### src/include/ctl_macros.svh
////////////////////
// transducer control block
// register map, field widths, table depth and version word
////////////////////
`ifndef CTL_MACROS_SVH
`define CTL_MACROS_SVH

`define CTL_ADDR_W              9
`define CTL_DATA_W              16
`define CTL_STEP_W              13
`define CTL_CYCLE_DEPTH         8
`define CTL_VERSION_WORD        16'h0082

// register addresses
`define CTL_ADDR_CTL            9'h000
`define CTL_ADDR_INFO           9'h001
`define CTL_ADDR_SYNC_TICKS     9'h010
`define CTL_ADDR_SYNC_TIME0     9'h011
`define CTL_ADDR_SYNC_TIME1     9'h012
`define CTL_ADDR_SYNC_TIME2     9'h013
`define CTL_ADDR_SYNC_TIME3     9'h014
`define CTL_ADDR_MOD_CYCLE      9'h020
`define CTL_ADDR_MOD_DIV0       9'h021
`define CTL_ADDR_MOD_DIV1       9'h022
`define CTL_ADDR_SIL_CYCLE      9'h030
`define CTL_ADDR_SIL_STEP       9'h031
`define CTL_ADDR_STM_CYCLE      9'h040
`define CTL_ADDR_STM_DIV0       9'h041
`define CTL_ADDR_STM_DIV1       9'h042
`define CTL_ADDR_SOUND0         9'h043
`define CTL_ADDR_SOUND1         9'h044
`define CTL_ADDR_VERSION        9'h0ff
`define CTL_ADDR_CYCLE_BASE     9'h100

// control word bits
`define CTL_BIT_LOAD_LO         0
`define CTL_BIT_LOAD_HI         1
`define CTL_BIT_FORCE_FAN       4
`define CTL_BIT_OP_MODE         5
`define CTL_BIT_GAIN_MODE       6
`define CTL_BIT_SYNC            8
`define CTL_BIT_WDT_RST         15

`endif

### src/hdl/ctl_pkg.sv
////////////////////
// transducer control types
// host bus, RAM port and parameter bundles
////////////////////
`default_nettype none

`include "ctl_macros.svh"

package ctl_pkg;

        typedef struct packed {
                logic                   en;
                logic                   we;
                logic [`CTL_ADDR_W-1:0] addr;
                logic [`CTL_DATA_W-1:0] wdata;
        } host_req_t;

        typedef logic [`CTL_DATA_W-1:0] ctl_word_t;

        typedef struct packed {
                logic [15:0]            mod_cycle;
                logic [31:0]            mod_div;
                logic [15:0]            sil_cycle;
                logic [`CTL_STEP_W-1:0] sil_step;
                logic [15:0]            stm_cycle;
                logic [31:0]            stm_div;
                logic [31:0]            sound_speed;
        } run_params_t;

        typedef struct packed {
                logic [63:0]            sync_time;
                logic [15:0]            sync_ticks;
                logic [`CTL_CYCLE_DEPTH-1:0][`CTL_STEP_W-1:0] cycle_tab;
        } sync_params_t;

        // sequencer side, always enabled
        typedef struct packed {
                logic                   we;
                logic [`CTL_ADDR_W-1:0] addr;
                logic [`CTL_DATA_W-1:0] wdata;
        } ram_port_t;

endpackage

`default_nettype wire

### src/hdl/ctl_sequencer.sv
////////////////////
// control sequencer
// writes the version word, polls the run registers
// in a pipelined loop and fetches the sync set
// when the host raises the sync bit
////////////////////
`timescale 1ns/1ps
`default_nettype none

`include "ctl_macros.svh"

module ctl_sequencer (
        input  wire                     CLK,
        input  wire                     reset,
        output ctl_pkg::ram_port_t      ram,
        input  wire [`CTL_DATA_W-1:0]   rdata,
        input  wire                     thermo_sync,
        output ctl_pkg::ctl_word_t      ctl,
        output ctl_pkg::run_params_t    run,
        output ctl_pkg::sync_params_t   sync,
        output logic                    sync_done
);

        localparam int DEPTH = `CTL_CYCLE_DEPTH;
        localparam int CNT_W = $clog2(DEPTH) + 1;

        typedef enum logic [4:0] {
                init_ver, init_req_ctl, init_wait, init_req_mod,
                run_ctl, run_gap, run_mod_cycle, run_mod_div0, run_mod_div1,
                run_sil_cycle, run_sil_step, run_stm_cycle, run_stm_div0,
                run_stm_div1, run_sound0, run_sound1,
                sync_clr, sync_t0, sync_t1, sync_t2, sync_t3,
                sync_c0, sync_c1, sync_c2, sync_tab
        } state_t;

        state_t           state;
        logic [CNT_W-1:0] cnt;

        // each state captures the word requested three states back
        always_ff @(posedge CLK) begin
                if (reset) begin
                        state     <= init_ver;
                        ram.we    <= 1'b0;
                        sync_done <= 1'b0;
                        ctl       <= '0;
                        run       <= '0;
                        sync      <= '0;
                end else begin
                        sync_done <= 1'b0;
                        case (state)
                        ////////////////////
                        init_ver: begin
                                ram.we    <= 1'b1;
                                ram.addr  <= `CTL_ADDR_VERSION;
                                ram.wdata <= `CTL_VERSION_WORD;
                                state     <= init_req_ctl;
                        end
                        init_req_ctl: begin
                                ram.we   <= 1'b0;
                                ram.addr <= `CTL_ADDR_CTL;
                                state    <= init_wait;
                        end
                        init_wait: state <= init_req_mod;
                        init_req_mod: begin
                                ram.addr <= `CTL_ADDR_MOD_CYCLE;  // lines up with run_sound1
                                state    <= run_ctl;
                        end
                        ////////////////////
                        run_ctl: begin
                                ctl <= rdata;
                                if (rdata[`CTL_BIT_SYNC]) begin
                                        ram.we    <= 1'b1;
                                        ram.addr  <= `CTL_ADDR_CTL;
                                        ram.wdata <= rdata;
                                        ram.wdata[`CTL_BIT_SYNC] <= 1'b0;
                                        state     <= sync_clr;
                                end else begin
                                        ram.addr <= `CTL_ADDR_MOD_DIV0;
                                        state    <= run_gap;
                                end
                        end
                        run_gap: begin
                                ram.addr <= `CTL_ADDR_MOD_DIV1;  // info write slot
                                state    <= run_mod_cycle;
                        end
                        run_mod_cycle: begin
                                run.mod_cycle <= rdata;
                                ram.addr      <= `CTL_ADDR_SIL_CYCLE;
                                state         <= run_mod_div0;
                        end
                        run_mod_div0: begin
                                run.mod_div[15:0] <= rdata;
                                ram.addr          <= `CTL_ADDR_SIL_STEP;
                                state             <= run_mod_div1;
                        end
                        run_mod_div1: begin
                                run.mod_div[31:16] <= rdata;
                                ram.addr           <= `CTL_ADDR_STM_CYCLE;
                                state              <= run_sil_cycle;
                        end
                        run_sil_cycle: begin
                                run.sil_cycle <= rdata;
                                ram.addr      <= `CTL_ADDR_STM_DIV0;
                                state         <= run_sil_step;
                        end
                        run_sil_step: begin
                                run.sil_step <= rdata[`CTL_STEP_W-1:0];
                                ram.addr     <= `CTL_ADDR_STM_DIV1;
                                state        <= run_stm_cycle;
                        end
                        run_stm_cycle: begin
                                run.stm_cycle <= rdata;
                                ram.addr      <= `CTL_ADDR_SOUND0;
                                state         <= run_stm_div0;
                        end
                        run_stm_div0: begin
                                run.stm_div[15:0] <= rdata;
                                ram.addr          <= `CTL_ADDR_SOUND1;
                                state             <= run_stm_div1;
                        end
                        run_stm_div1: begin
                                run.stm_div[31:16] <= rdata;
                                ram.addr           <= `CTL_ADDR_CTL;
                                state              <= run_sound0;
                        end
                        run_sound0: begin
                                run.sound_speed[15:0] <= rdata;
                                ram.we    <= 1'b1;  // status word
                                ram.addr  <= `CTL_ADDR_INFO;
                                ram.wdata <= {{(`CTL_DATA_W-1){1'b0}}, thermo_sync};
                                state     <= run_sound1;
                        end
                        run_sound1: begin
                                run.sound_speed[31:16] <= rdata;
                                ram.we   <= 1'b0;
                                ram.addr <= `CTL_ADDR_MOD_CYCLE;
                                state    <= run_ctl;
                        end
                        ////////////////////
                        sync_clr: begin
                                ram.we   <= 1'b0;
                                ram.addr <= `CTL_ADDR_SYNC_TICKS;
                                state    <= sync_t0;
                        end
                        sync_t0: begin
                                ram.addr <= `CTL_ADDR_SYNC_TIME0;
                                state    <= sync_t1;
                        end
                        sync_t1: begin
                                ram.addr <= `CTL_ADDR_SYNC_TIME1;
                                state    <= sync_t2;
                        end
                        sync_t2: begin
                                sync.sync_ticks <= rdata;
                                ram.addr        <= `CTL_ADDR_SYNC_TIME2;
                                state           <= sync_t3;
                        end
                        sync_t3: begin
                                sync.sync_time[15:0] <= rdata;
                                ram.addr             <= `CTL_ADDR_SYNC_TIME3;
                                state                <= sync_c0;
                        end
                        sync_c0: begin
                                sync.sync_time[31:16] <= rdata;
                                ram.addr              <= `CTL_ADDR_CYCLE_BASE;
                                state                 <= sync_c1;
                        end
                        sync_c1: begin
                                sync.sync_time[47:32] <= rdata;
                                ram.addr              <= ram.addr + 1'b1;
                                state                 <= sync_c2;
                        end
                        sync_c2: begin
                                sync.sync_time[63:48] <= rdata;
                                ram.addr              <= ram.addr + 1'b1;
                                cnt                   <= '0;
                                state                 <= sync_tab;
                        end
                        sync_tab: begin
                                sync.cycle_tab[cnt] <= rdata[`CTL_STEP_W-1:0];
                                if (cnt == CNT_W'(DEPTH - 1)) begin
                                        sync_done <= 1'b1;
                                        state     <= init_req_ctl;  // recapture ctl
                                end else begin
                                        ram.addr <= ram.addr + 1'b1;
                                        cnt      <= cnt + 1'b1;
                                end
                        end
                        default: state <= init_ver;
                        endcase
                end
        end

        a_done_pulse: assert property (@(posedge CLK) disable iff (reset)
                sync_done |=> !sync_done);

        a_tab_cnt: assert property (@(posedge CLK) disable iff (reset)
                state == sync_tab |-> cnt < CNT_W'(DEPTH));

endmodule

`default_nettype wire

### config.mk
export PLATFORM = sky130hd
export DESIGN_NAME = ctl_sequencer
export DESIGN_NICKNAME = d
export VERILOG_FILES = /design/src/hdl/ctl_pkg.sv /design/src/hdl/ctl_sequencer.sv
export VERILOG_INCLUDE_DIRS = /design/src /design/src/include
export SDC_FILE = /design/constraint.sdc
export NUM_CORES = 1
export LEC_CHECK = 0
export BUFFER_PORTS_ARGS = -buffer_cell sky130_fd_sc_hd__buf_2
export CELL_PAD_IN_SITES_DETAIL_PLACEMENT = 0
export CELL_PAD_IN_SITES_GLOBAL_PLACEMENT = 1
export CORE_AREA = 2 2 191 193
export CTS_CLUSTER_SIZE = 10
export DETAILED_ROUTE_END_ITERATION = 16
export DIE_AREA = 0 0 193 195
export PLACE_DENSITY = 0.94
export SYNTH_ARGS = -nofsm -noshare
export SYNTH_HDL_FRONTEND = slang
export SYNTH_SLANG_ARGS = --single-unit
### constraint.sdc
create_clock -name CLK -period 6.7 [get_ports CLK]
set_input_delay 0.67 -clock CLK [delete_from_list [all_inputs] [get_ports CLK]]
set_output_delay 0.67 -clock CLK [all_outputs]
set_load 0.05 [all_outputs]
; After elaboration in Yosys (flattened, before gate mapping)
; Index checks and enable logic that the tools add are counted.
; Widths: inputs -> output; s select.
[totals]
reg_bits = 393
in_bits = 19
output_inout_bits = 384
wordCells = 96
[classes]
add_sub_neg = 2
order_cmp = 2
n_eq_ne = 28
muxes = 16
n_bitwise = 2
n_reduce_logical = 16
[op_table]
columns = op, count
row1 = $pmux 9 s21, 1
row2 = $pmux 5 s24, 1
row3 = $bwmux 104, 1
row4 = $pmux 16 s3, 1
row5 = $eq 5x5->1 const B, 9
row6 = $eq 5x4->1 const B, 8
row7 = $demux 13 s3, 1
row8 = $reduce_bool 21->1, 1
row9 = $eq 5x3->1 const B, 4
row10 = $mux 16, 1
row11 = $mux 13, 1
row12 = $eq 5x2->1 const B, 2
row13 = $mux 5, 2
row14 = $reduce_or 2->1, 5
row15 = $add 9x1->9 const B, 1
row16 = $mux 9, 1
row17 = $reduce_and 3->1, 3
row18 = $pmux 4 s2, 1
row19 = $mux 6, 1
row20 = $ne 2x2->1 const B, 3
row21 = $reduce_bool 3->1, 2
row22 = $eq 5x1->1 const B, 1
row23 = $logic_not 5->1, 1
row24 = $add 4x1->4 const B, 1
row25 = other kinds (11), 13

; Longest topological paths before layout
[depth]
ltp_word = 5
mapped_depth = 8
depth_no_buf = 5

; Least setup slack after synthesis
; Ideal clock, no wire load.
[synth_timing]
kind = input -> register
startpoint = input reset
endpoint = register ram[0] (netlist bit) (enable)
setup_time_ns = 0.386
arrival_time_ns = 1.887
required_ns = 6.314
slack_ns = 4.427
stages = 4
path_buffers = 3
cell_sequence = clkbuf_1 -> clkbuf_1 -> clkbuf_1 -> nor2_1
[synth_via]
elab_chain_len = 2
[synth_rtl]
columns = element, line
row1 = "start, declared", ctl_sequencer.sv:14  ; input wire reset,
row2 = $not 1->1 (no source line), -
row3 = $reduce_and 3->1 (no source line), -
row4 = "end, declared", ctl_sequencer.sv:15  ; output ctl_pkg::ram_port_t ram,
; No other way between the ends.
; A chain may end at the register's enable or synchronous reset.

; Worst setup path after layout
[layout_timing]
startpoint = register state[3]
endpoint = register sync[42] (netlist bit)
[layout_via]
elab_chain_len = 1
[layout_rtl]
columns = element, line
row1 = "start, declared", ctl_sequencer.sv:36  ; state_t state;
row2 = "start signal, assigned", ctl_sequencer.sv:42  ; state <= init_ver;
row3 = "start signal, assigned", ctl_sequencer.sv:56  ; state <= init_req_ctl;
row4 = "start signal, assigned", ctl_sequencer.sv:61  ; state <= init_wait;
row5 = $eq 5x5->1, ctl_sequencer.sv:50  ; case (state)
row6 = "end, declared", ctl_sequencer.sv:20  ; output ctl_pkg::sync_params_t sync,
; No other way between the ends.

==> metrics.csv <==
metric,value,unit
status,finished clean,
GRT overflow,0,
post-cts hold buffer count,0,
Seq cells post-synth,392,
CP Class,reg -> reg,
TritonCTS Buffers,46,
first drt pass iteration count,4,
Synth top area share,50.5,%
dpl cell area,0.0165,mm2
worst rel slew slack,20.6,%
most frequent cells after synthesis,"nand2_1 (494), dfxtp_1 (364), a21oi_1 (246)",
Top-Level Pins,403,
syn avg cell area,8.63,um2
ys flop type,dfxtp_1,
port bufs,401,
largest net degree at the start of global routing,184,
Slew @ Worst Pin,1.19,ns
post-synthesis simple-gate area fraction,19.8,%
Arrival @ worst endpoint,3.52,ns
RSZ-0062 raised after global routing,false,
clk slew on worst S/H paths,0.05,ns
final instance area,0.0178,mm2
power share of the combinational group,4.9,%
gr usage total,24.9,%
num rows,69,
Worst R2R Start,state[3]$_SDFFE_PP0P_,
"Max FO, Critical Path",38,
P per Cell Area,273,mW/mm2
chip height,195,um
final worst setup slack,3.59,ns
routability cong.,0.800,
warnings from Yosys,0,
maxcap violations,0,
initial antenna violation count,0,
dominant cell type by area after synthesis,dfxtp_1,
Synth Cell Area,0.0144,mm2
Worst Setup SP,state[3]$_SDFFE_PP0P_,
combinational family with the most area after synthesis,simple AND/OR/NAND/NOR gates,
Syn Inst Count,1671,
die width,193,um
f_max,0.322,GHz
wire length per cell,19.6,um
critical path endpoint category,flip-flop,
P_int,3.71,mW
ant diodes,0,
Routed Antenna Nets,0,
DRT Wirelength,48.3,mm
Worst Path Required,7.11,ns
"Hold Violations, Final",0,
CTS max path bufs,3,
DRC violations left,0,
Post-Synth Adder-Cell Area,0.260,%
Metal-1 WL,20.2,mm
worst-path cell chain,or3b_1 > nor4_4 > mux2i_1 > nor2_1,
Highest Signal Layer,met4,
asr flop ratio synth,0,%
Final Critical Period,3.11,ns
first-pass GRT wire length,71.6,mm
Setup Buffers After CTS,0,
DR iter-0 viols,661,
synth top area cells,"dfxtp_1 (51%), nand2_1 (13%), a21oi_1 (8.5%)",
Net Switching,1.16,mW
CTS root buffer,clkbuf_16,
Slew Limit Fails,0,
Clk pwr share,45.8,%
Setup TNS,0,ns
CTS sink count,392,
Setup crit start kind,flip-flop,
total power,4.87,mW
area delta synth->final,23.5,%
post-synthesis mux area share,8.33,%
post-synthesis xor/xnor area fraction,0.547,%
CTS resizes,0,
Max VDD drop,0.221,mV
share of layout cells above drive strength 1,23.6,%
switching share of power,23.8,%
Core Area,0.0354,mm2
Netlist cell types,50,
metal3 WL,4.14,mm
vias,12600,
# setup viols final,0,
register area share after synthesis,56.4,%
Final Hold Slack,0.380,ns
CTS tree,yes,
DR vias/cell,5.13,
clk_skew,0.0175,ns
post-synthesis compound-gate area fraction,10.2,%
crit-path max cell delay,1.03,ns
die area,0.0376,mm2
pre-CTS WS,3.61,ns
Initial Util,40.7,%
"Clk Latency, worst-skew pair",0.57,ns
"Slowest-stage cell, CP",dfxtp_1,
Mapped Nets,1693,
hold crit path type,in -> reg,
dpl hpwl,29.9,mm
Clock H-tree levels,2,
Post-synth EDFFs,28,
most common cell in the netlist,nand2_1,
Sequential Power Share,49.3,%
vias in the first global route,11900,
Nets,2011,
period utilization,46.4,%
Lkg Pwr,8.02,nW
Min-Delay Startpoint,thermo_sync,
met2 wire len,22.2,mm
## critical path, delay by kind of cell, from the launching register on
kind | cells | cell delay, ns
and+or+nand+nor | 3 | 1.64
muxes | 1 | 0.27
DFF | 1 | 1.03
## cells by family after synthesis
| group | count (synthesis) |
|---|---|
| other | 1 |
| multiplexers | 120 |
| XOR/XNOR | 9 |
| AO/OA/AOI/OAI | 281 |
| buffers and inverters | 158 |
| adder cells (fa/ha/maj) | 3 |
| flip-flops | 392 |
| AND/OR/NAND/NOR | 707 |
## cell usage in the layout (no fill, tap or decap), types with 3 or more instances in the layout
cell type,instances
o211ai_1,3
buf_4,11
nor3_2,4
ha_1,3
edfxtp_1,28
mux2i_1,120
nand2b_1,5
a21o_1,3
nand2_1,494
a21oi_1,246
inv_1,16
nor2b_1,7
buf_2,400
xnor2_1,7
nand3b_1,5
nand3_1,15
nor3_1,5
dfxtp_1,364
and2_1,3
o21ai_0,10
clkbuf_1,11
a31oi_1,3
nand4_1,3
nor3b_1,3
clkbuf_16,46
nor2_1,147
and3_1,5
## metal layers
layer | track usage (%) | vias to the layer above
met5 | 0 | -
met4 | 10.1 | 0
met3 | 7.14 | 109
met2 | 40.3 | 504
met1 | 31.1 | 5953
li1 | - | 6074
## registers in the layout (all words and copies together) (netlist names)
register	count
sync	184
ctl	16
ram	25
cnt	4
sync_done	1
state	5
run	157
## power by group through the flow
stage                     Sequential, mW  Combinational, mW  Clock (mW)
final                               2.40              0.237        2.23
after global routing                2.40              0.248        2.36
after CTS                           2.40              0.236        2.28
after detailed placement            2.45              0.236           0
after global placement              2.45              0.235           0
after floorplan                     2.49              0.108           0
## path summary, 6_finish.rpt
check,endpoint,slack (ns),cells after the start
setup / recovery,sync[42]$_SDFFE_PP0P_,3.59,4
hold / removal,ram[0]$_SDFFCE_PN0P_,0.38,3
setup reg to reg,sync[42]$_SDFFE_PP0P_,3.59,4
hold reg to reg,run[25]$_SDFFE_PP0P_,0.45,2
## area by class of cell
class,count,area (um2)
clock inverters,6,75.1
fillers,3348,17600
well taps,461,577
inverters,16,60.1
multi-input cells,1121,5660
repair buffers,412,2100
flip-flops and latches,392,8130
clock buffers,58,1210
## per-stage QoR
stage / utilization (%) / cells
after global placement: 46.7 / 2402
after floorplan: - / 1671
after CTS: 50.3 / 2466
final: 50.3 / 2466
after global routing: 50.3 / 2466
after detailed placement: 46.7 / 2402
No activity file was read; power rests on OpenSTA's default activity.
