==> config.mk <==
export PLATFORM = sky130hd
export DESIGN_NAME = ctl_out_stage
export DESIGN_NICKNAME = d
export VERILOG_FILES = /design/src/hdl/ctl_pkg.sv /design/src/hdl/ctl_out_stage.sv
export VERILOG_INCLUDE_DIRS = /design/src /design/src/include
export SDC_FILE = /design/constraint.sdc
export NUM_CORES = 1
export LEC_CHECK = 0
export BUFFER_PORTS_ARGS = -buffer_cell sky130_fd_sc_hd__clkbuf_2
export CAP_MARGIN = 20
export CORE_AREA = 2 2 277 279
export DETAILED_ROUTE_END_ITERATION = 10
export DIE_AREA = 0 0 279 281
export GPL_TIMING_DRIVEN = 1
export PLACE_DENSITY = 0.4
export SLEW_MARGIN = 30
export SYNTH_ARGS = -nofsm -noshare
export SYNTH_HDL_FRONTEND = slang
export SYNTH_SLANG_ARGS = --single-unit
export TNS_END_PERCENT = 30
==> constraint.sdc <==
create_clock -name CLK -period 0.8 [get_ports CLK]
set_input_delay 0.04 -clock CLK [delete_from_list [all_inputs] [get_ports CLK]]
set_output_delay 0.04 -clock CLK [all_outputs]
set_load 0.01 [all_outputs]
==> src/include/ctl_macros.svh <==
////////////////////
// transducer control block
// register map, field widths, table depth and version word
////////////////////
`ifndef CTL_MACROS_SVH
`define CTL_MACROS_SVH

`define CTL_ADDR_W              9
`define CTL_DATA_W              16
`define CTL_STEP_W              13
`define CTL_CYCLE_DEPTH         8
`define CTL_VERSION_WORD        16'h0082

// register addresses
`define CTL_ADDR_CTL            9'h000
`define CTL_ADDR_INFO           9'h001
`define CTL_ADDR_SYNC_TICKS     9'h010
`define CTL_ADDR_SYNC_TIME0     9'h011
`define CTL_ADDR_SYNC_TIME1     9'h012
`define CTL_ADDR_SYNC_TIME2     9'h013
`define CTL_ADDR_SYNC_TIME3     9'h014
`define CTL_ADDR_MOD_CYCLE      9'h020
`define CTL_ADDR_MOD_DIV0       9'h021
`define CTL_ADDR_MOD_DIV1       9'h022
`define CTL_ADDR_SIL_CYCLE      9'h030
`define CTL_ADDR_SIL_STEP       9'h031
`define CTL_ADDR_STM_CYCLE      9'h040
`define CTL_ADDR_STM_DIV0       9'h041
`define CTL_ADDR_STM_DIV1       9'h042
`define CTL_ADDR_SOUND0         9'h043
`define CTL_ADDR_SOUND1         9'h044
`define CTL_ADDR_VERSION        9'h0ff
`define CTL_ADDR_CYCLE_BASE     9'h100

// control word bits
`define CTL_BIT_LOAD_LO         0
`define CTL_BIT_LOAD_HI         1
`define CTL_BIT_FORCE_FAN       4
`define CTL_BIT_OP_MODE         5
`define CTL_BIT_GAIN_MODE       6
`define CTL_BIT_SYNC            8
`define CTL_BIT_WDT_RST         15

`endif

==> src/hdl/ctl_pkg.sv <==
////////////////////
// transducer control types
// host bus, RAM port and parameter bundles
////////////////////
`default_nettype none

`include "ctl_macros.svh"

package ctl_pkg;

        typedef struct packed {
                logic                   en;
                logic                   we;
                logic [`CTL_ADDR_W-1:0] addr;
                logic [`CTL_DATA_W-1:0] wdata;
        } host_req_t;

        typedef logic [`CTL_DATA_W-1:0] ctl_word_t;

        typedef struct packed {
                logic [15:0]            mod_cycle;
                logic [31:0]            mod_div;
                logic [15:0]            sil_cycle;
                logic [`CTL_STEP_W-1:0] sil_step;
                logic [15:0]            stm_cycle;
                logic [31:0]            stm_div;
                logic [31:0]            sound_speed;
        } run_params_t;

        typedef struct packed {
                logic [63:0]            sync_time;
                logic [15:0]            sync_ticks;
                logic [`CTL_CYCLE_DEPTH-1:0][`CTL_STEP_W-1:0] cycle_tab;
        } sync_params_t;

        // sequencer side, always enabled
        typedef struct packed {
                logic                   we;
                logic [`CTL_ADDR_W-1:0] addr;
                logic [`CTL_DATA_W-1:0] wdata;
        } ram_port_t;

endpackage

`default_nettype wire

==> src/hdl/ctl_out_stage.sv <==
////////////////////
// output stage
// thermo synchronizer, control word decode,
// held parameters and sync strobe
////////////////////
`timescale 1ns/1ps
`default_nettype none

`include "ctl_macros.svh"

module ctl_out_stage (
        input  wire                         CLK,
        input  wire                         reset,
        input  wire                         thermo,
        output logic                        thermo_sync,
        input  wire ctl_pkg::ctl_word_t     ctl,
        input  wire ctl_pkg::run_params_t   run,
        input  wire ctl_pkg::sync_params_t  sync,
        input  wire                         sync_done,
        output logic [1:0]                  load_mode,
        output logic                        force_fan,
        output logic                        op_mode,
        output logic                        gain_mode,
        output logic                        wdt_rst,
        output ctl_pkg::run_params_t        run_out,
        output ctl_pkg::sync_params_t       sync_out,
        output logic                        sync_set
);

        logic thermo_meta;

        always_ff @(posedge CLK) begin
                if (reset) begin
                        thermo_meta <= 1'b0;
                        thermo_sync <= 1'b0;
                        load_mode   <= 2'b00;
                        force_fan   <= 1'b0;
                        op_mode     <= 1'b0;
                        gain_mode   <= 1'b0;
                        wdt_rst     <= 1'b0;
                        run_out     <= '0;
                        sync_out    <= '0;
                        sync_set    <= 1'b0;
                end else begin
                        thermo_meta <= thermo;
                        thermo_sync <= thermo_meta;
                        load_mode   <= ctl[`CTL_BIT_LOAD_HI:`CTL_BIT_LOAD_LO];
                        force_fan   <= ctl[`CTL_BIT_FORCE_FAN];
                        op_mode     <= ctl[`CTL_BIT_OP_MODE];
                        gain_mode   <= ctl[`CTL_BIT_GAIN_MODE];
                        wdt_rst     <= ctl[`CTL_BIT_WDT_RST];
                        run_out     <= run;
                        sync_set    <= sync_done;
                        if (sync_done)
                                sync_out <= sync;  // new set shows with sync_set
                end
        end

        a_sync_hold: assert property (@(posedge CLK) disable iff (reset)
                !sync_set |-> $stable(sync_out));

endmodule

`default_nettype wire

# == Word-level counts from Yosys, hierarchy flattened ==
# Cells that the tools add are included.
# classes
n_addsub,0
n_mul,0
n_div,0
order_cmp,0
n_eq_ne,0
shifts,0
n_mux,0
n_bitwise,0
n_reduce_logical,0
# word_totals
regBits,350
latch_bits,0
ramBits,0
romBits,0
in_bits,361
output_inout_bits,349
word_cells,25
mem_count,0

# == Longest topological paths before layout ==
# Gate-level depths: netlist (run 1).
# depth
word_depth,0
depth_mapped,5

# == Least setup slack after synthesis (run 1) ==
# OpenSTA, ideal clock, no wires.
# synth_timing
kind,input-to-reg
startpoint,input port sync_done
endpoint,register sync_out[13] (netlist bit)
setup_ns,0.128
arrival_time_ns,0.683
required_time_ns,0.672
slack_ns,-0.010
cell_stages,5
path_cell_list,buf_4 -> buf_12 -> buf_8 -> mux2i_1 -> nor2_1
# synth_lines
item,line,source
from (decl),ctl_out_stage.sv:19,"input wire sync_done,"
to (signal assigned),ctl_out_stage.sv:55,sync_out <= sync;
to (decl),ctl_out_stage.sv:26,"output ctl_pkg::sync_params_t sync_out,"

# == Final worst setup path (run 1) ==
# layout_timing
startpoint,register run_out[3] (netlist bit)
endpoint,output port run_out[3] (netlist bit)
# layout_lines
item,line,source
from (decl),ctl_out_stage.sv:25,"output ctl_pkg::run_params_t run_out,"
from (signal assigned),ctl_out_stage.sv:52,run_out <= run;
# No word-level cell between the ends.

==> results of run 1 <==
==> final cells by class <==
type,instances,area share (%)
diodes,1,0.01064
repair buffers,1110,42.22
multi-input cells,534,15.21
clock buffers,65,5.388
clock inverters,10,0.5479
well taps,978,5.202
flip-flops and latches,350,31.42
==> cell usage after synthesis, drive strengths merged <==
| master | n | area share (%) |
|---|---|---|
| mux2i | 184 | 17 |
| nor2 | 184 | 6.2 |
| clkbuf | 13 | 0.44 |
| dfxtp | 350 | 63 |
| nor2b | 166 | 9.4 |
| buf | 47 | 3.9 |
==> power by group <==
group	leakage, nW	total [mW]	switching, mW	internal [mW]
Combinational	7.27	7.17	2.63	4.54
Sequential	3.00	19.3	0.648	18.6
Clock	0.684	19.1	7.57	11.6
==> worst min path at each step <==
| stage | to | cells past startpoint | slack [ns] | startpoint |
|---|---|---|---|---|
| global route | sync_out[131] | 4 | 0.07 | sync_done |
| global placement | run_out[154] | 2 | 0.25 | run[154] |
| finish | sync_set | 3 | 0.08 | sync_done |
| detailed placement | run_out[38] | 2 | 0.25 | run[38] |
| floorplan | force_fan | 1 | 0.17 | ctl[4] |
| CTS | sync_set | 3 | 0.04 | sync_done |
==> timing repair <==
action                                  CTS  global route
buffers inserted                          8             3
resized for setup                       375           606
hold endpoints to repair                349             0
gates cloned                              0             0
pin swaps                                 0             1
hold buffers                            350             0
endpoints found under the setup margin  349           477
==> kinds of logic after synthesis <==
| kind of cell | after synthesis |
|---|---|
| and+or+nand+nor | 350 |
| muxes | 184 |
| buffers and inverters | 60 |
| DFF | 350 |
==> routing by layer <==
| metal | vias up | global-route usage [%] | routed length (µm) |
|---|---|---|---|
| met2 | 448 | 19.83 | 23320 |
| li1 | 5213 | - | - |
| met4 | 0 | 3.901 | 1285 |
| met5 | - | 0 | 0 |
| met3 | 69 | 3.807 | 3741 |
| met1 | 4917 | 9.810 | 15140 |
==> metrics by stage <==
step | power, mW | setup slack, ns | hold WS, ns
2_1_floorplan | 21.29 | 0.01509 | 0.1682
3_3_place_gp | 23.78 | -0.1760 | 0.2491
3_5_place_dp | 23.82 | -0.1991 | 0.2519
4_1_cts | 45.47 | -0.3580 | 0.04255
5_1_grt | 47.67 | -0.3364 | 0.06833
6_report | 45.57 | -0.2903 | 0.07646
==> reports/metrics.cfg, run 1 <==
[flow_run]
max_cap_viol_count=0

[synth]
synth_fa_ha_area_share_pct=0
syn_nets=1305
netlist_area_mm2=0.01106
avgSynthCellArea_um2=11.72
ys_seq_area_share_pct=63.34
yosys_warnings=0
synth_cell_types=10
syn_inst=944
synth_compound_area_share_pct=0
synth_mux_area_share_pct=16.65
synth-xor-area-share_pct=0
synth_top_family_by_area=multiplexers
ys_ff_latch=350
yosys.area_share.simple_pct=15.63

[cts]
cts.reportedPaths.clkPinSlew_ns=0.06
clockBufferDepth=3
ctsRootBufferMaster=clkbuf_16
tritoncts=done
cts_buffers=42
cts_max_level=2
clkSinkCount=350
insertion_delay_ns=0.55

[setup_path]
r2r_slack_ns=0.03
slowest_delay_ns=0.37
start_kind=flop
end_kind=output port
r2r-end=sync_out[17]
cp-startpoint=run_out[3]
crit_path_max_fanout=1
required_ns=0.76
crit_arrival_ns=1.05
critPathBufInv=1
r2r-start=sync_out[17]
crit_slowest_cell=dfxtp_4
cp-endpoint=run_out[3]
cp_top_family=flip-flops
path_depth=1
worstRegToRegCells=3
crit_type=flop to output port
path_cells=buf_8

[finish]
register_area_mm2=0.007391
fin_area_mm2=0.02352
multiInputGateArea_mm2=0.003578
final_cell_mix=351 x clkbuf_2, 349 x dlygate4sd3_1, 298 x dfxtp_2
final_common_cell=clkbuf_2
instances_no_fill=3048
nets=2399
synthToLayoutAreaGrowth_pct=112.6
reg.largest.list=sync_out (184), run_out (157), load_mode (2)
drive_gt1_share_pct=54.57
fin_util_pct=31.18
largest_reg_flops=184
regMostFlops=sync_out
final.fill_count=7563

[routing]
drt-total-wl_um=43490
drc=0
dr.pass1.iters=4
vias=10650
via_per_inst=3.493
antenna_left=0
first_iter_violations=197
wire_per_inst_um=14.27

[timing]
maxSlewHeadroom_pct=82.31
setup_ws_ns=-0.2903
timing.fmax_mhz=917.1
drv_slew=0
rsz0062_at_grt=yes
finalHoldViolations=0
min_period_over_period_pct=136.3
finClkSkew_ns=0.00004580
setup_viol=399
finalWorstPathRequiredPeriod_ns=1.090
tightestPinTransition_ns=0.2654
setup_tns_ns=-80.91

[placement]
dp.cells=2611
hpwlAfterDp_um=31430
port_buffers=699
place.gp.congestion=0.7744
place_area_mm2=0.01587

[power]
power_density_mw_per_mm2=1937
p_leak_nw=10.95
max-vdd-ir-drop_uv=1567

[worst_hold_path]
hp-class=primary input to flop

[global_route]
grt.total_usage_pct=10.27
grt_max_degree=37
grt_pass1_vias=11450
antenna_found_initial=1
grt_pass1_wl_um=63340
grt_overflow=0

[floorplan]
placement_rows=101
fp.dieArea_mm2=0.07840
start_util_pct=14.66
die_w_um=279
fp.dieH_um=281
io_pins=710
core_area_mm2=0.07544

[status]
status=finished with violations
violations=setup timing

No activity file was read; power rests on OpenSTA's default activity.
==> inputs of run 2 (changes only) <==
--- a/config.mk
+++ b/config.mk
@@ -6,13 +6,14 @@
 export SDC_FILE = /design/constraint.sdc
 export NUM_CORES = 1
 export LEC_CHECK = 0
+export ABC_AREA = 1
 export BUFFER_PORTS_ARGS = -buffer_cell sky130_fd_sc_hd__clkbuf_2
 export CAP_MARGIN = 20
 export CORE_AREA = 2 2 277 279
 export DETAILED_ROUTE_END_ITERATION = 10
 export DIE_AREA = 0 0 279 281
 export GPL_TIMING_DRIVEN = 1
-export PLACE_DENSITY = 0.4
+export PLACE_DENSITY = 0.42
 export SLEW_MARGIN = 30
 export SYNTH_ARGS = -nofsm -noshare
 export SYNTH_HDL_FRONTEND = slang
==> constraint.sdc (replaced) <==
create_clock -name CLK -period 0.9 [get_ports CLK]
set_input_delay 0.045 -clock CLK [delete_from_list [all_inputs] [get_ports CLK]]
set_output_delay 0.045 -clock CLK [all_outputs]
set_load 0.01 [all_outputs]
==> run 2 against run 1 <==
Compared with the run above:
- the flow still finishes with violations (setup timing)
- design area is 6.5% higher
- clock power is 8% lower
- combinational power hardly changed
- power shrank 8.0%
- synthesized area grew 12%
- sequential power is 10% lower
- first-iteration DRC count up 120%
- worst setup slack gained 0.12 ns
- hold slack lost 0.044 ns
- die area unchanged
==> reports/metrics.cfg, run 2 <==
[status]
status=finished with violations
violations=setup timing

[timing]
holdWs_ns=0.03198  ; -0.04448 ns
timing.fmax_mhz=933.7
rsz0062_at_grt=yes
tightestPinTransition_ns=0.5904  ; +0.3250 ns
maxSlewHeadroom_pct=60.64  ; -22 points
drv_slew=0  ; unchanged
finalWorstPathRequiredPeriod_ns=1.071
finClkSkew_ns=0.0007249  ; +0.0006791 ns
finalHoldViolations=0  ; unchanged
setup_ws_ns=-0.1710  ; +0.1193 ns
setup_viol=353  ; -12%
min_period_over_period_pct=119.0

[cts]
clockBufferDepth=3  ; unchanged
ctsRootBufferMaster=clkbuf_16
clkSinkCount=350  ; unchanged
cts_max_level=2  ; unchanged
cts_buffers=42  ; unchanged
tritoncts=done
cts.reportedPaths.clkPinSlew_ns=0.06  ; about the same
insertion_delay_ns=0.56  ; about the same

[synth]
synth-edff-count=0  ; unchanged
yosys.area_share.simple_pct=27.41  ; +12 points
avgSynthCellArea_um2=7.338  ; -37%
synth_mux_area_share_pct=0  ; -17 points
ys.flop_type=dfxtp_1
synth_area_leader_cell=dfxtp_1
yosys-top-cells-area=dfxtp_1 57%, nor2_1 16%, nand2_1 11%, inv_1 11%, buf_6 2.4%
synth_top_family_by_area=simple AND/OR/NAND/NOR gates
async_flop_share_pct=0  ; unchanged
synth_fa_ha_area_share_pct=0  ; unchanged
yosys_warnings=0  ; unchanged
syn_inst=1683  ; +78%
synth_top_area_share_pct=56.73  ; -6.6 points
syn_nets=2044  ; +57%
netlist_area_mm2=0.01235  ; +12%
synth_common_cells=534 x nor2_1, 368 x nand2_1, 350 x dfxtp_1, 350 x inv_1, 27 x buf_4
yosysMostFrequentCell=nor2_1
synth-xor-area-share_pct=0  ; unchanged
synth_compound_area_share_pct=0  ; unchanged
synth_cell_types=10  ; unchanged
ys_seq_area_share_pct=56.73  ; -6.6 points
ys_ff_latch=350  ; unchanged

[global_route]
grt_max_degree=53  ; +43%
grt.total_usage_pct=11.26  ; +0.99 points
grt_overflow=0  ; unchanged
grt_pass1_wl_um=69900  ; +10%
antenna_found_initial=1  ; unchanged
grt_pass1_vias=13340  ; +16%

[setup_path]
end_kind=output port
crit_arrival_ns=1.03  ; -0.02 ns
critPathBufInv=1  ; unchanged
crit_slowest_cell=dfxtp_2
slowest_delay_ns=0.36  ; about the same
cp_top_family=flip-flops
path_cells=buf_6
crit_type=flop to output port
start_kind=flop
crit_path_max_fanout=1  ; unchanged
required_ns=0.85  ; +0.09 ns

[power]
p_leak_nw=13.34  ; +22%
power_density_mw_per_mm2=1675  ; -14%
max-vdd-ir-drop_uv=1538  ; -1.9%

[routing]
first_iter_violations=435  ; +120%
antenna_left=0  ; unchanged
via_per_inst=3.512  ; +0.55%
vias=13360  ; +25%
dr.pass1.iters=4  ; unchanged
drt-total-wl_um=47820  ; +10%
wire_per_inst_um=12.58  ; -12%
drc=0  ; unchanged

[floorplan]
fp.dieH_um=281  ; unchanged
core_area_mm2=0.07544  ; unchanged
fp.dieArea_mm2=0.07840  ; unchanged
die_w_um=279  ; unchanged
io_pins=710  ; unchanged
placement_rows=101  ; unchanged
start_util_pct=16.37  ; +1.7 points

[finish]
drive_gt1_share_pct=38.95  ; -16 points
reg.largest.list=sync_out (184), run_out (157), load_mode (2)
largest_reg_flops=184  ; unchanged
final_common_cell=nor2_1
fin_area_mm2=0.02505  ; +6.5%
nets=3157  ; +32%
regMostFlops=sync_out
synthToLayoutAreaGrowth_pct=102.8
final_cell_mix=534 x nor2_1, 403 x dlygate4sd3_1, 368 x nand2_1

[worst_hold_path]
hp-class=primary input to flop

[placement]
place.gp.congestion=0.7563  ; -2.3%
place_area_mm2=0.01685  ; +6.2%
port_buffers=699  ; unchanged
hpwlAfterDp_um=33050  ; +5.2%

[flow_run]
max_cap_viol_count=0  ; unchanged

## run 2: cell count changes in the layout (fill, tap and decap cells not counted), moves of 18 or more
cell           change
buf_4             -18
dlygate4sd3_1     +54
inv_1            +348
mux2i_1          -184
nand2_1          +368
nor2_1           +350
nor2b_1          -163
## run 2: worst paths after layout
kind / start / end / slack, ns / depth (start not counted)
setup / recovery: run_out[49] / run_out[49] / -0.17 / 1
hold / removal: reset / run_out[6] / 0.03 / 3
setup reg to reg: sync_out[95] / sync_out[95] / 0.20 / 3
hold reg to reg: thermo_meta / thermo_sync / 0.40 / 2
## run 2: area by class of cell
| cell class | instances | area (µm²) |
|---|---|---|
| well taps | 978 | 1224 |
| repair buffers | 1149 | 10330 |
| flip-flops and latches | 350 | 7376 |
| clock buffers | 56 | 1175 |
| fillers | 7844 | 50400 |
| multi-input cells | 902 | 3386 |
| clock inverters | 16 | 234.0 |
| diodes | 1 | 2.502 |
| inverters | 351 | 1323 |
## run 2: cell families after synthesis
logic type             after synthesis
AND/OR/NAND/NOR                    902
buffers and inverters              431
flip-flops                         350
## run 2: timing repair
action | in CTS | in global routing
endpoints found under the hold margin | 348 | 0
pin swaps | 0 | 0
gates resized for setup | 347 | 627
buffers inserted | 3 | 3
setup endpoints to repair | 349 | 364
hold buffers | 411 | 0
## run 2: through the flow
| step | utilization [%] | std cells | TNS [ns] | worst slack (ns) | power [mW] |
|---|---|---|---|---|---|
| finish | 33.20 | 3803 | -46.78 | -0.1710 | 41.94 |
| global route | 33.20 | 3803 | -67.71 | -0.2277 | 44.00 |
| detailed placement | 22.33 | 3313 | -1.146 | -0.04424 | 21.82 |
| CTS | 31.27 | 3799 | -72.68 | -0.2477 | 41.85 |
| floorplan | - | 1683 | 0 | 0.1872 | 19.47 |
| global placement | 22.33 | 3313 | -0.7691 | -0.05029 | 21.83 |
## run 2: metal layers
layer  routed length, µm  track usage (%)
met2               24650            21.28
met5                   0                0
met4                1678            4.260
met3                3651            3.508
met1               17840            11.53
## run 2: power by group
part           switching [mW]  leakage (nW)  total [mW]  internal [mW]
sequential              0.624          3.00        17.3           16.6
clock                    6.88         0.692        17.5           10.6
combinational            2.93          9.66        7.19           4.26
total                    10.4          13.3        41.9           31.5
==> inputs of run 3 (changes only) <==
--- a/config.mk
+++ b/config.mk
@@ -13,7 +13,6 @@
 export DETAILED_ROUTE_END_ITERATION = 10
 export DIE_AREA = 0 0 279 281
 export GPL_TIMING_DRIVEN = 1
-export PLACE_DENSITY = 0.42
 export SLEW_MARGIN = 30
 export SYNTH_ARGS = -nofsm -noshare
 export SYNTH_HDL_FRONTEND = slang
==> run 3 against run 2 <==
Compared with the run above:
- the run still ends with setup timing left
- die area is the same
- design area shrank 1.1%
- largest power group is now registers
- fmax shrank 1.2%
- register-to-register slack is essentially flat
==> reports/metrics.cfg, run 3 (synthesis gave the netlist of run 2 again) <==
[routing]
first_iter_violations=598  ; +37%
via_per_inst=3.651  ; +3.9%
drt-total-wl_um=50120  ; +4.8%
route.met2.wl_um=25460  ; +3.3%
vias=13870  ; +3.8%
routed.top_layer=met4
met1_length_um=17890  ; +0.25%
wire_per_inst_um=13.20  ; +4.9%
wl_met3_um=4245  ; +16%
dr.pass1.iters=5  ; +1
drc=0  ; unchanged
antenna_left=0  ; unchanged

[setup_path]
crit_arrival_ns=1.04  ; about the same
cp_top_family=flip-flops
required_ns=0.85  ; about the same
end_kind=output port
slowest_delay_ns=0.36  ; about the same
crit_path_max_fanout=1  ; unchanged
critPathBufInv=1  ; unchanged
start_kind=flop
path_cells=buf_8
crit_slowest_cell=dfxtp_4
crit_type=flop to output port

[timing]
maxSlewHeadroom_pct=64.10  ; +3.5 points
finalHoldViolations=0  ; unchanged
finalWorstPathRequiredPeriod_ns=1.084  ; +0.01266 ns
setup_ws_ns=-0.1837  ; -0.01266 ns
setup_viol=354  ; +0.28%
setup_tns_ns=-44.64  ; +2.142 ns
min_period_over_period_pct=120.4  ; +1.4 points
timing.fmax_mhz=922.8  ; -1.2%
rsz0062_at_grt=yes
drv_slew=0  ; unchanged
finClkSkew_ns=0.000007272  ; -0.0007176 ns
tightestPinTransition_ns=0.5384  ; -0.05193 ns

[global_route]
grt.total_usage_pct=11.14  ; -0.12 points
grt_overflow=0  ; unchanged
antenna_found_initial=0  ; -1
grt_pass1_wl_um=69970  ; about the same
grt_max_degree=38  ; -28%
grt_pass1_vias=13730  ; +3.0%

[placement]
place.gp.congestion=0.8143  ; +7.7%
dp_slack_ns=-0.07679  ; -0.03255 ns
hpwlAfterDp_um=30100  ; -8.9%
port_buffers=699  ; unchanged

[cts]
tritoncts=done
cts_buffers=40  ; -4.8%
insertion_delay_ns=0.55  ; about the same
ctsRootBufferMaster=clkbuf_16
cts_max_level=2  ; unchanged
clockBufferDepth=3  ; unchanged
clkSinkCount=350  ; unchanged
cts.reportedPaths.clkPinSlew_ns=0.06  ; about the same

[floorplan]
placement_rows=101  ; unchanged
io_pins=710  ; unchanged
die_w_um=279  ; unchanged
fp.dieH_um=281  ; unchanged
fp.dieArea_mm2=0.07840  ; unchanged
start_util_pct=16.37  ; unchanged
core_area_mm2=0.07544  ; unchanged

[finish]
final.fill_count=7332  ; -6.5%
antennaDiodeCount=0  ; -1
reg.largest.list=sync_out (184), run_out (157), load_mode (2)
synthToLayoutAreaGrowth_pct=100.5
nets=3150  ; -0.22%
final_common_cell=nor2_1
regMostFlops=sync_out
final_cell_mix=532 x nor2_1, 368 x nand2_1, 361 x dlygate4sd3_1
largest_reg_flops=184  ; unchanged
drive_gt1_share_pct=40.11  ; +1.2 points

[power]
internal_power_mw=30.74  ; -2.4%
p_switching_mw=10.43  ; about the same
power.share.clock_pct=40.4  ; -1.3 points
max-vdd-ir-drop_uv=1269  ; -17%
seqPwrFrac_pct=42.0  ; +0.8 points
comb_power_share_pct=17.7  ; +0.6 points
p_leak_nw=13.36  ; +0.11%
sw_frac_of_total_pct=25.34  ; +0.46 points
power_density_mw_per_mm2=1663  ; -0.70%

[flow_run]
max_cap_viol_count=0  ; unchanged

[status]
violations=setup timing
status=finished with violations

[worst_hold_path]
hp-class=primary input to flop

==> run 3: cell count changes in the layout (fill, tap and decap cells not counted), moves of 3 or more <==
cell            delta
buf_8             -33
buf_4             +26
clkbuf_8           +3
buf_12             +3
clkinv_2           +3
buf_6             +29
dlygate4sd3_1     -42
clkinv_4           +3
dlymetal6s4s_1     +9
clkbuf_1           -3
==> run 3: tightest hold or removal path: stages <==
cell and delay, ns:
buf_8 0.16, buf_4 0.16, nand2_1 0.06, nand2_1 0.04, nor2_1 0.08
==> run 3: power by group through the flow <==
stage	Sequential (mW)	Combinational [mW]	Clock (mW)
floorplan	17.7	1.82	0
global placement	17.2	4.60	0
detailed placement	17.2	4.60	0
CTS	17.0	6.27	17.2
global route	17.4	7.84	17.8
finish	17.3	7.27	16.6
==> run 3: what timing repair did <==
action | 4_1_cts | 5_1_grt
buffers inserted | 8 | 6
gates resized for setup | 296 | 661
hold buffers | 378 | 0
endpoints found under the hold margin | 349 | 0
gates cloned | 0 | 0
pin swaps | 0 | 0
endpoints found under the setup margin | 349 | 368
==> run 3: layer usage <==
layer,global-route usage (%),vias to the layer above
li1,-,6885
met1,11.28,6193
met2,20.54,633
met3,3.699,155
met4,5.294,0
met5,0,-
==> run 3: area by class of cell <==
cell class / count / area, µm² / share of cell area (%)
sequential: 350 / 7377 / 29.79
clock inverter: 19 / 191.4 / 0.7732
inverter: 351 / 1323 / 5.341
clock buffer: 54 / 1155 / 4.664
timing repair buffer: 1144 / 10100 / 40.79
tap: 978 / 1224 / 4.942
multi-input combinational: 902 / 3391 / 13.69
==> run 3: final timing paths <==
kind                                     end  cells past startpoint  slack, ns         start
worst max-delay path                 wdt_rst                      1      -0.18       wdt_rst
worst min register to register   thermo_sync                      2       0.41   thermo_meta
worst min-delay path            sync_out[37]                      5       0.05     sync_done
worst max register to register  sync_out[87]                      3       0.19  sync_out[87]
==> run 3: through the flow <==
step | hold WS (ns) | power (mW) | area [µm²] | std cells | util [%]
2_1_floorplan | 0.1520 | 19.47 | 12350 | 1683 | -
3_3_place_gp | 0.2373 | 21.79 | 17020 | 3333 | 22.56
3_5_place_dp | 0.2401 | 21.81 | 17020 | 3333 | 22.56
4_1_cts | 0.0001772 | 40.47 | 23120 | 3792 | 30.64
5_1_grt | 0.02638 | 43.01 | 24760 | 3798 | 32.82
6_report | 0.04822 | 41.17 | 24760 | 3798 | 32.82
